==> src/hw/battle_defines.svh <==
`ifndef BATTLE_DEFINES_SVH
`define BATTLE_DEFINES_SVH

//////////////////////////////
// lane geometry
//////////////////////////////

// unit slots per side
`define BATTLE_SLOTS 4

// enemy spawn point, also where the enemy tower stands
`define BATTLE_FIELD_END 40

// attack reach in lane steps
`define BATTLE_RANGE 4

//////////////////////////////
// towers
//////////////////////////////

`define BATTLE_TOWER_HEALTH 100

`endif

==> src/hw/BattlePkg.sv <==
package BattlePkg;

	//////////////////////////////
	// widths with a meaning
	//////////////////////////////

	typedef logic [8:0] lanePosT;
	typedef logic [7:0] healthT;
	typedef logic [11:0] damageT;
	typedef logic [1:0] slotIdxT;
	typedef logic [2:0] slotCountT;

	typedef enum logic [1:0] {
		Basic,
		Tank,
		Brute,
		Runner
	} unitKindT;

	// one tick walks Idle -> Strike -> Apply
	typedef enum logic [1:0] {
		Idle,
		Strike,
		Apply
	} engineStateT;

	// per kind stats, indexed by unitKindT, same for both sides
	localparam healthT kindAttack [4] = '{8'd4, 8'd2, 8'd10, 8'd3};
	localparam healthT kindHealth [4] = '{8'd20, 8'd60, 8'd16, 8'd12};

endpackage

==> src/hw/LaneIf.sv <==
`timescale 1ns/1ps
`include "battle_defines.svh"

// contents of every slot on both sides of the lane
interface LaneIf;

	logic [`BATTLE_SLOTS-1:0] unitAlive;
	BattlePkg::lanePosT unitPos [`BATTLE_SLOTS];
	BattlePkg::unitKindT unitKind [`BATTLE_SLOTS];
	BattlePkg::healthT unitHealth [`BATTLE_SLOTS];

	logic [`BATTLE_SLOTS-1:0] enemyAlive;
	BattlePkg::lanePosT enemyPos [`BATTLE_SLOTS];
	BattlePkg::unitKindT enemyKind [`BATTLE_SLOTS];
	BattlePkg::healthT enemyHealth [`BATTLE_SLOTS];

	modport state (output unitAlive, unitPos, unitKind, unitHealth,
		output enemyAlive, enemyPos, enemyKind, enemyHealth);
	modport view (input unitAlive, unitPos, unitKind, unitHealth,
		input enemyAlive, enemyPos, enemyKind, enemyHealth);

endinterface

// combat result of one tick, grouped by the side that deals it
// target is a slot on the opposing side
interface StrikeIf;

	logic [`BATTLE_SLOTS-1:0] unitMask, enemyMask;
	BattlePkg::damageT unitDamage, enemyDamage;
	BattlePkg::slotIdxT unitTarget, enemyTarget;
	logic unitTowerHit, enemyTowerHit;

	modport source (output unitMask, unitDamage, unitTarget, unitTowerHit,
		output enemyMask, enemyDamage, enemyTarget, enemyTowerHit);
	modport sink (input unitMask, unitDamage, unitTarget, unitTowerHit,
		input enemyMask, enemyDamage, enemyTarget, enemyTowerHit);

endinterface

==> src/hw/BattleFront.sv <==
`timescale 1ns/1ps
`include "battle_defines.svh"

module BattleFront (
	LaneIf.view Lane,
	output BattlePkg::lanePosT FriendlyFront,
	output BattlePkg::lanePosT EnemyFront,
	output BattlePkg::slotIdxT UnitTarget,
	output BattlePkg::slotIdxT EnemyTarget,
	output BattlePkg::slotCountT UnitCount,
	output BattlePkg::slotCountT EnemyCount
);

	//////////////////////////////
	// friendly side
	//////////////////////////////

	always_comb
	begin
		// empty side reads as our own tower at 0
		FriendlyFront = '0;
		UnitCount = '0;
		UnitTarget = '0;
		for (int i = 0; i < `BATTLE_SLOTS; i++)
		begin
			if (Lane.unitAlive[i])
			begin
				UnitCount = UnitCount + BattlePkg::slotCountT'(1);
				if (Lane.unitPos[i] > FriendlyFront)
					FriendlyFront = Lane.unitPos[i];
			end
		end
		// walk down so the lowest index at the front wins
		for (int i = `BATTLE_SLOTS - 1; i >= 0; i--)
		begin
			if (Lane.unitAlive[i] && Lane.unitPos[i] == FriendlyFront)
				UnitTarget = BattlePkg::slotIdxT'(i);
		end
	end

	//////////////////////////////
	// enemy side
	//////////////////////////////

	always_comb
	begin
		// empty side reads as the enemy tower
		EnemyFront = BattlePkg::lanePosT'(`BATTLE_FIELD_END);
		EnemyCount = '0;
		EnemyTarget = '0;
		for (int i = 0; i < `BATTLE_SLOTS; i++)
		begin
			if (Lane.enemyAlive[i])
			begin
				EnemyCount = EnemyCount + BattlePkg::slotCountT'(1);
				if (Lane.enemyPos[i] < EnemyFront)
					EnemyFront = Lane.enemyPos[i];
			end
		end
		for (int i = `BATTLE_SLOTS - 1; i >= 0; i--)
		begin
			if (Lane.enemyAlive[i] && Lane.enemyPos[i] == EnemyFront)
				EnemyTarget = BattlePkg::slotIdxT'(i);
		end
	end

endmodule

==> src/hw/DamageCalc.sv <==
`timescale 1ns/1ps
`include "battle_defines.svh"

module DamageCalc (
	input logic ClkPort,
	input logic Reset,
	input logic StrikeEn,
	LaneIf.view Lane,
	input BattlePkg::lanePosT FriendlyFront,
	input BattlePkg::lanePosT EnemyFront,
	input BattlePkg::slotIdxT UnitTarget,
	input BattlePkg::slotIdxT EnemyTarget,
	StrikeIf.source Strike
);

	logic [`BATTLE_SLOTS-1:0] unitMaskNext, enemyMaskNext;
	BattlePkg::damageT unitSum, enemySum;

	// range check and damage sum for both sides
	always_comb
	begin
		unitSum = '0;
		enemySum = '0;
		for (int i = 0; i < `BATTLE_SLOTS; i++)
		begin
			unitMaskNext[i] = Lane.unitAlive[i] &&
				(Lane.unitPos[i] + BattlePkg::lanePosT'(`BATTLE_RANGE) >= EnemyFront);
			enemyMaskNext[i] = Lane.enemyAlive[i] &&
				(Lane.enemyPos[i] <= FriendlyFront + BattlePkg::lanePosT'(`BATTLE_RANGE));
			if (unitMaskNext[i])
				unitSum = unitSum + BattlePkg::damageT'(BattlePkg::kindAttack[Lane.unitKind[i]]);
			if (enemyMaskNext[i])
				enemySum = enemySum + BattlePkg::damageT'(BattlePkg::kindAttack[Lane.enemyKind[i]]);
		end
	end

	always_ff @(posedge ClkPort or posedge Reset)
	begin
		if (Reset)
		begin
			Strike.unitMask <= '0;
			Strike.enemyMask <= '0;
			Strike.unitTowerHit <= 1'b0;
			Strike.enemyTowerHit <= 1'b0;
		end
		else if (StrikeEn)
		begin
			Strike.unitMask <= unitMaskNext;
			Strike.enemyMask <= enemyMaskNext;
			// nobody left to hit, so it lands on the tower
			Strike.unitTowerHit <= ~|Lane.enemyAlive;
			Strike.enemyTowerHit <= ~|Lane.unitAlive;
		end
	end

	// friendly damage lands on the enemy front slot and vice versa
	always_ff @(posedge ClkPort)
	begin
		if (StrikeEn)
		begin
			Strike.unitDamage <= unitSum;
			Strike.enemyDamage <= enemySum;
			Strike.unitTarget <= EnemyTarget;
			Strike.enemyTarget <= UnitTarget;
		end
	end

endmodule

==> src/hw/LaneState.sv <==
`timescale 1ns/1ps
`include "battle_defines.svh"

module LaneState (
	input logic ClkPort,
	input logic Reset,
	input logic ApplyEn,
	input logic SpawnUnit,
	input logic SpawnEnemy,
	input BattlePkg::unitKindT SpawnKind,
	input BattlePkg::unitKindT EnemyKind,
	StrikeIf.sink Strike,
	LaneIf.state Lane,
	output BattlePkg::healthT FriendlyTowerHealth,
	output BattlePkg::healthT EnemyTowerHealth
);

	logic [`BATTLE_SLOTS-1:0] unitAlive, unitAliveNext, enemyAlive, enemyAliveNext;
	BattlePkg::lanePosT unitPos [`BATTLE_SLOTS];
	BattlePkg::lanePosT unitPosNext [`BATTLE_SLOTS];
	BattlePkg::lanePosT enemyPos [`BATTLE_SLOTS];
	BattlePkg::lanePosT enemyPosNext [`BATTLE_SLOTS];
	BattlePkg::unitKindT unitKind [`BATTLE_SLOTS];
	BattlePkg::unitKindT unitKindNext [`BATTLE_SLOTS];
	BattlePkg::unitKindT enemyKind [`BATTLE_SLOTS];
	BattlePkg::unitKindT enemyKindNext [`BATTLE_SLOTS];
	BattlePkg::healthT unitHealth [`BATTLE_SLOTS];
	BattlePkg::healthT unitHealthNext [`BATTLE_SLOTS];
	BattlePkg::healthT enemyHealth [`BATTLE_SLOTS];
	BattlePkg::healthT enemyHealthNext [`BATTLE_SLOTS];
	logic unitPlaced, enemyPlaced;

	// spawn request delay line, stage 1 holds the value seen at Step
	logic [1:0] unitReq, enemyReq;
	BattlePkg::unitKindT unitReqKind [2];
	BattlePkg::unitKindT enemyReqKind [2];

	function automatic BattlePkg::healthT satSub(input BattlePkg::healthT h,
		input BattlePkg::damageT d);
		if (d >= BattlePkg::damageT'(h))
			return '0;
		return h - d[7:0];
	endfunction

	//////////////////////////////
	// next slot contents
	//////////////////////////////

	always_comb
	begin
		unitPlaced = 1'b0;
		enemyPlaced = 1'b0;
		for (int i = 0; i < `BATTLE_SLOTS; i++)
		begin
			unitHealthNext[i] = unitHealth[i];
			enemyHealthNext[i] = enemyHealth[i];
			if (!Strike.enemyTowerHit && Strike.enemyTarget == BattlePkg::slotIdxT'(i))
				unitHealthNext[i] = satSub(unitHealth[i], Strike.enemyDamage);
			if (!Strike.unitTowerHit && Strike.unitTarget == BattlePkg::slotIdxT'(i))
				enemyHealthNext[i] = satSub(enemyHealth[i], Strike.unitDamage);
			// zero health frees the slot
			unitAliveNext[i] = unitAlive[i] && (unitHealthNext[i] != '0);
			enemyAliveNext[i] = enemyAlive[i] && (enemyHealthNext[i] != '0);

			// non-attackers march toward the other side
			unitPosNext[i] = unitPos[i];
			if (!Strike.unitMask[i] && unitPos[i] < BattlePkg::lanePosT'(`BATTLE_FIELD_END))
				unitPosNext[i] = unitPos[i] + BattlePkg::lanePosT'(1);
			enemyPosNext[i] = enemyPos[i];
			if (!Strike.enemyMask[i] && enemyPos[i] != '0)
				enemyPosNext[i] = enemyPos[i] - BattlePkg::lanePosT'(1);

			unitKindNext[i] = unitKind[i];
			enemyKindNext[i] = enemyKind[i];
		end

		// spawns go to the lowest slot free after this tick's damage
		for (int i = 0; i < `BATTLE_SLOTS; i++)
		begin
			if (unitReq[1] && !unitPlaced && !unitAliveNext[i])
			begin
				unitPlaced = 1'b1;
				unitAliveNext[i] = 1'b1;
				unitPosNext[i] = '0;
				unitKindNext[i] = unitReqKind[1];
				unitHealthNext[i] = BattlePkg::kindHealth[unitReqKind[1]];
			end
			if (enemyReq[1] && !enemyPlaced && !enemyAliveNext[i])
			begin
				enemyPlaced = 1'b1;
				enemyAliveNext[i] = 1'b1;
				enemyPosNext[i] = BattlePkg::lanePosT'(`BATTLE_FIELD_END);
				enemyKindNext[i] = enemyReqKind[1];
				enemyHealthNext[i] = BattlePkg::kindHealth[enemyReqKind[1]];
			end
		end
	end

	//////////////////////////////
	// registers
	//////////////////////////////

	// apply comes two edges after the accepted Step, so the request
	// sampled at Step sits in stage 1 exactly then
	always_ff @(posedge ClkPort or posedge Reset)
	begin
		if (Reset)
		begin
			unitReq <= '0;
			enemyReq <= '0;
			unitAlive <= '0;
			enemyAlive <= '0;
			FriendlyTowerHealth <= BattlePkg::healthT'(`BATTLE_TOWER_HEALTH);
			EnemyTowerHealth <= BattlePkg::healthT'(`BATTLE_TOWER_HEALTH);
		end
		else
		begin
			unitReq <= {unitReq[0], SpawnUnit};
			enemyReq <= {enemyReq[0], SpawnEnemy};
			if (ApplyEn)
			begin
				unitAlive <= unitAliveNext;
				enemyAlive <= enemyAliveNext;
				if (Strike.enemyTowerHit)
					FriendlyTowerHealth <= satSub(FriendlyTowerHealth, Strike.enemyDamage);
				if (Strike.unitTowerHit)
					EnemyTowerHealth <= satSub(EnemyTowerHealth, Strike.unitDamage);
			end
		end
	end

	always_ff @(posedge ClkPort)
	begin
		unitReqKind[0] <= SpawnKind;
		unitReqKind[1] <= unitReqKind[0];
		enemyReqKind[0] <= EnemyKind;
		enemyReqKind[1] <= enemyReqKind[0];
		if (ApplyEn)
		begin
			unitPos <= unitPosNext;
			enemyPos <= enemyPosNext;
			unitKind <= unitKindNext;
			enemyKind <= enemyKindNext;
			unitHealth <= unitHealthNext;
			enemyHealth <= enemyHealthNext;
		end
	end

	assign Lane.unitAlive = unitAlive;
	assign Lane.unitPos = unitPos;
	assign Lane.unitKind = unitKind;
	assign Lane.unitHealth = unitHealth;
	assign Lane.enemyAlive = enemyAlive;
	assign Lane.enemyPos = enemyPos;
	assign Lane.enemyKind = enemyKind;
	assign Lane.enemyHealth = enemyHealth;

endmodule

==> src/hw/GameEngine.sv <==
`timescale 1ns/1ps

module GameEngine (
	input logic ClkPort,
	input logic Reset,
	input logic Step,
	output logic Busy,
	output logic StrikeEn,
	output logic ApplyEn,
	output logic Done
);

	BattlePkg::engineStateT state, stateNext;

	//////////////////////////////
	// tick sequencer
	//////////////////////////////

	always_comb
	begin
		stateNext = state;
		case (state)
			BattlePkg::Idle:
			begin
				// Done cycle still counts as busy
				if (Step && !Done)
					stateNext = BattlePkg::Strike;
			end
			BattlePkg::Strike:
				stateNext = BattlePkg::Apply;
			BattlePkg::Apply:
				stateNext = BattlePkg::Idle;
			default:
				stateNext = BattlePkg::Idle;
		endcase
	end

	always_ff @(posedge ClkPort or posedge Reset)
	begin
		if (Reset)
		begin
			state <= BattlePkg::Idle;
			Done <= 1'b0;
		end
		else
		begin
			state <= stateNext;
			// one cycle pulse right after the lane update
			Done <= (state == BattlePkg::Apply);
		end
	end

	assign StrikeEn = (state == BattlePkg::Strike);
	assign ApplyEn = (state == BattlePkg::Apply);
	assign Busy = (state != BattlePkg::Idle) || Done;

endmodule

==> src/hw/BattleTop.sv <==
`timescale 1ns/1ps

module BattleTop (
	input logic ClkPort,
	input logic Reset,
	input logic Step,
	input logic SpawnUnit,
	input BattlePkg::unitKindT SpawnKind,
	input logic SpawnEnemy,
	input BattlePkg::unitKindT EnemyKind,
	output logic Busy,
	output logic Done,
	output BattlePkg::lanePosT FriendlyFront,
	output BattlePkg::lanePosT EnemyFront,
	output BattlePkg::slotCountT UnitCount,
	output BattlePkg::slotCountT EnemyCount,
	output BattlePkg::healthT FriendlyTowerHealth,
	output BattlePkg::healthT EnemyTowerHealth
);

	logic strikeEn, applyEn;
	BattlePkg::slotIdxT unitTarget, enemyTarget;

	LaneIf laneBus ();
	StrikeIf strikeBus ();

	GameEngine engine (.ClkPort(ClkPort), .Reset(Reset), .Step(Step), .Busy(Busy),
		.StrikeEn(strikeEn), .ApplyEn(applyEn), .Done(Done));

	// decode
	BattleFront front (.Lane(laneBus.view), .FriendlyFront(FriendlyFront),
		.EnemyFront(EnemyFront), .UnitTarget(unitTarget), .EnemyTarget(enemyTarget),
		.UnitCount(UnitCount), .EnemyCount(EnemyCount));

	// execute
	DamageCalc damage (.ClkPort(ClkPort), .Reset(Reset), .StrikeEn(strikeEn),
		.Lane(laneBus.view), .FriendlyFront(FriendlyFront), .EnemyFront(EnemyFront),
		.UnitTarget(unitTarget), .EnemyTarget(enemyTarget), .Strike(strikeBus.source));

	// result
	LaneState lane (.ClkPort(ClkPort), .Reset(Reset), .ApplyEn(applyEn),
		.SpawnUnit(SpawnUnit), .SpawnEnemy(SpawnEnemy), .SpawnKind(SpawnKind),
		.EnemyKind(EnemyKind), .Strike(strikeBus.sink), .Lane(laneBus.state),
		.FriendlyTowerHealth(FriendlyTowerHealth), .EnemyTowerHealth(EnemyTowerHealth));

endmodule

==> config.mk <==
export PLATFORM = sky130hd
export DESIGN_NAME = BattleTop
export DESIGN_NICKNAME = d
export VERILOG_FILES = /design/src/hw/BattlePkg.sv /design/src/hw/LaneIf.sv /design/src/hw/BattleFront.sv /design/src/hw/DamageCalc.sv /design/src/hw/LaneState.sv /design/src/hw/GameEngine.sv /design/src/hw/BattleTop.sv
export VERILOG_INCLUDE_DIRS = /design/src /design/src/hw
export SDC_FILE = /design/constraint.sdc
export NUM_CORES = 1
export LEC_CHECK = 0
export BUFFER_PORTS_ARGS = -buffer_cell sky130_fd_sc_hd__buf_2
export CORE_ASPECT_RATIO = 0.9
export CORE_MARGIN = 4
export CORE_UTILIZATION = 65
export CTS_CLUSTER_SIZE = 10
export DETAILED_ROUTE_END_ITERATION = 16
export GPL_TIMING_DRIVEN = 0
export PLACE_DENSITY_LB_ADDON = 0.05
export SETUP_SLACK_MARGIN = 0.2
export SLEW_MARGIN = 20
export SYNTH_ARGS = -nofsm -noshare
export SYNTH_HDL_FRONTEND = slang
export SYNTH_HIERARCHICAL = 1
export SYNTH_SLANG_ARGS = --single-unit
==> constraint.sdc <==
create_clock -name ClkPort -period 13.05 [get_ports ClkPort]
set_input_delay 1.9575 -clock ClkPort [delete_from_list [all_inputs] [get_ports ClkPort]]
set_output_delay 1.9575 -clock ClkPort [all_outputs]
set_load 0.05 [all_outputs]
==> results.cfg <==
[floorplanning]
initial_core_utilization_pct = 65.9
design.core.area_um2 = 34000
io_pins = 51
die-width_um = 204
floorplan.die_area_um2 = 37500
die_h_um = 184
std_cell_rows = 64

[power_and_ir_drop]
total_power_mw = 6.71
power.density_nw_per_um2 = 275
power.static_leakage_nw = 10.7
vdd.ir_drop.worst_uv = 368

[setup_path]
critical_path.startpoint_type = flop
worstReg2RegEnd = damage/Strike.enemyDamage[5]
timing_worst_setup_path_type = flop to flop
cp_data_required_time_ps = 13350
critPathMaxStageDelay_ps = 580
rr_startpoint = lane/Lane.unitPos[31]
endpoint_kind = flop
critical_path_peak_fanout = 11
critPathMostFrequentCell = sky130_fd_sc_hd__ha_1
reg_to_reg_setup_timing_slack_ps = 770
cp_slowest_cell = sky130_fd_sc_hd__edfxtp_1
r2r_cells = 55
arrival_time_at_the_worst_endpoint_ps = 12590

[grt]
first_global_vias = 18800
grt_first_pass_wirelength_mm = 99.6
globalRouteTotalUtil_pct = 32.8
grt_start_max_net_pins = 37
grt_remaining_overflow = 0
antenna_violations_before_repair = 0

[route]
detail_route.wl_per_cell_um = 20.6
dr_wl_met2_mm = 28.0
dr_wl_met3_mm = 5.01
top_signal_layer_used = met4
routed_wl_mm = 62.8
first_iter_violations = 1711
final_routed_drc_violation_total = 0
drt.antenna.violating_nets = 0
detail_routed_via_count_per_cell = 6.35
firstDrtPassIters = 5
route.vias.total = 19400
drt_met1_wl_mm = 27.8

[logic_synthesis]
ys_seq_elements = 219
synthCells = 2454
synth_ff_type = sky130_fd_sc_hd__edfxtp_1
synth_sequential_area_ratio_pct = 28.1
warnings_synthesis = 6
ys_types = 109
edff_count_synth = 170
post_synth_instance_area_um2 = 22400
async_flop_share_pct = 18.7
avg_cell_area_syn_um2 = 9.12

[sta]
least_setup_slack_across_all_paths_after_layout_ps = 765
final_period_minus_worst_setup_slack_ps = 12280
setup_violations = 0
setup_tns_ps = 0
hold_viol = 0
achievable-frequency_mhz = 81.4
rsz0062_at_grt = true
tightestPinTransition_ps = 1090
slew_viol_final = 0
portion_of_the_clock_cycle_consumed_by_the_worst_path_in_the_final_layout_pct = 94.1
final.hold.worst_slack_ps = 326
worst_slew_margin_rel_pct = 27.1
timing.clock.skew_ps = 22.3

[finish]
nets = 2898
final-instance-count-excl-fill = 3048
layout_commonest_cell = sky130_fd_sc_hd__ha_1
mostFrequentLayoutCells = 307 x sky130_fd_sc_hd__ha_1, 271 x sky130_fd_sc_hd__inv_1, 204 x sky130_fd_sc_hd__nor2_1
area_growth_syn_to_layout_pct = 8.89
n_antenna_cell = 0
layout-drive-gt1-share_pct = 9.74

[worst_hold_path]
worstHoldPathCells = 0
hold_start = lane/unitReqKind[0][0]
min-delay-path-class = flop to flop
hold_path_end = lane/unitReqKind[0][2]

[place]
place.detailed.hpwl_mm = 47.3
dp.cells = 2980
place.port_buffers = 50
pre_cts_ws_ps = -693
place_congestion = 0.949

[run]
cap_violations = 0

[clocking]
cts_max_level = 1
post_cts_hold_buffer_count = 0
cts_sinks = 219
cts_tree = yes
clock-root-buffer = sky130_fd_sc_hd__clkbuf_16
worst_setup_hold_path_clk_slew_ps = 60
clk_latency_ps = 560
clock_tree.buffer_depth = 3
cts_made_buffers = 27

[outcome]
outcome = finished clean
==> worst max-delay path: cells and delay by family (launching register included) <==
family,cells,cell delay (ps)
AO/OA/AOI/OAI,21,4240
XOR/XNOR,2,550
buffers and inverters,6,770
adder cells (fa/ha/maj),9,2860
AND/OR/NAND/NOR,14,1940
flip-flops,1,580
multiplexers,3,1080
==> per-stage QoR <==
step	instance area (um^2)	util, %
global placement	23300	68.5
global route	24400	71.8
finish	24400	71.8
floorplan	22400	-
CTS	24100	71.1
detailed placement	23300	68.7
==> worst max-delay path by stage <==
| stage | startpoint | end | slack, ps | cells after the start |
|---|---|---|---|---|
| after floorplan | lane/Lane.unitPos[34] | damage/Strike.enemyDamage[5] | 640 | 53 |
| after global placement | lane/Lane.unitAlive[0] | damage/Strike.enemyDamage[5] | -430 | 53 |
| after detailed placement | lane/Lane.unitAlive[0] | damage/Strike.enemyDamage[5] | -690 | 54 |
| after CTS | lane/Lane.unitAlive[0] | damage/Strike.enemyDamage[5] | 180 | 55 |
| after global routing | lane/Lane.unitPos[31] | damage/Strike.enemyDamage[5] | 110 | 55 |
| final | lane/Lane.unitPos[31] | damage/Strike.enemyDamage[5] | 770 | 55 |
==> registers in the layout (all words and copies together), names as in the netlist, 4 cells and up <==
| register | flops |
|---|---|
| lane/Lane.enemyPos | 36 |
| lane/Lane.unitPos | 36 |
| lane/Lane.enemyHealth | 32 |
| lane/Lane.unitHealth | 32 |
| lane/EnemyTowerHealth | 8 |
| lane/FriendlyTowerHealth | 8 |
| lane/Lane.enemyKind | 8 |
| lane/Lane.unitKind | 8 |
| damage/Strike.enemyDamage | 7 |
| damage/Strike.unitDamage | 7 |
| damage/Strike.enemyMask | 4 |
| damage/Strike.unitMask | 4 |
| lane/Lane.enemyAlive | 4 |
| lane/Lane.unitAlive | 4 |
| lane/enemyReqKind | 4 |
| lane/unitReqKind | 4 |
==> cell families after synthesis <==
logic type / share of synthesized area [%]
AND/OR/NAND/NOR: 16.2
flip-flops: 28.1
buffers and inverters: 5.82
AO/OA/AOI/OAI: 17.6
multiplexers: 4.61
other: 0.0336
adder cells (fa/ha/maj): 18.6
XOR/XNOR: 8.97
==> synthesized netlist by cell type, drive strengths merged (15+ instances only) <==
library cell	n	area share [%]
a22o	19	0.74
nor2	208	3.5
edfxtp	170	23
ha	307	17
nand3	66	1.5
buf	31	0.92
nand2b	32	0.89
dfrtp	35	3.9
inv	272	4.6
nand4	29	0.81
fa	16	1.4
xor2	93	3.6
o21a	31	1.0
mux2i	53	2.5
nor4	37	1.1
and3	25	0.75
o211ai	22	0.76
and2	32	0.89
mux2	40	2.1
nor3	36	0.80
a22oi	55	1.8
o21ai	98	2.2
nor2b	51	1.4
a211oi	19	0.64
clkbuf	18	0.35
a21o	57	1.9
a21oi	110	2.5
nand2	110	1.8
or3	15	0.42
o21bai	17	0.57
o31ai	21	0.70
xnor2	134	5.3
a31oi	19	0.63
==> metal layers <==
layer	up-vias	global-route usage, %
li1	9097	-
met1	9307	46.4
met2	813	52.5
met3	149	4.96
met4	0	9.93
met5	-	0
==> where the power goes <==
| group | internal (mW) | switching [mW] | total (mW) | leakage (nW) |
|---|---|---|---|---|
| Combinational | 1.81 | 2.82 | 4.63 | 8.13 |
| Clock | 0.400 | 0.290 | 0.690 | 0.383 |
| Sequential | 1.05 | 0.349 | 1.40 | 2.14 |
==> layout make-up <==
class | instances | area [um^2]
multi-input combinational | 1925 | 15000
fill | 2665 | 9580
sequential | 219 | 6300
inverter | 272 | 1020
clock buffer | 46 | 777
tap | 462 | 578
timing repair buffer | 72 | 428
buffer | 49 | 290
clock inverter | 3 | 17.5
==> timing repair <==
item / in CTS / in global routing
pin swaps: 0 / 5
buffers inserted: 0 / 19
gates resized for setup: 9 / 29
endpoints found under the setup margin: 7 / 10
Note: power is estimated with default switching activity, not from simulation.
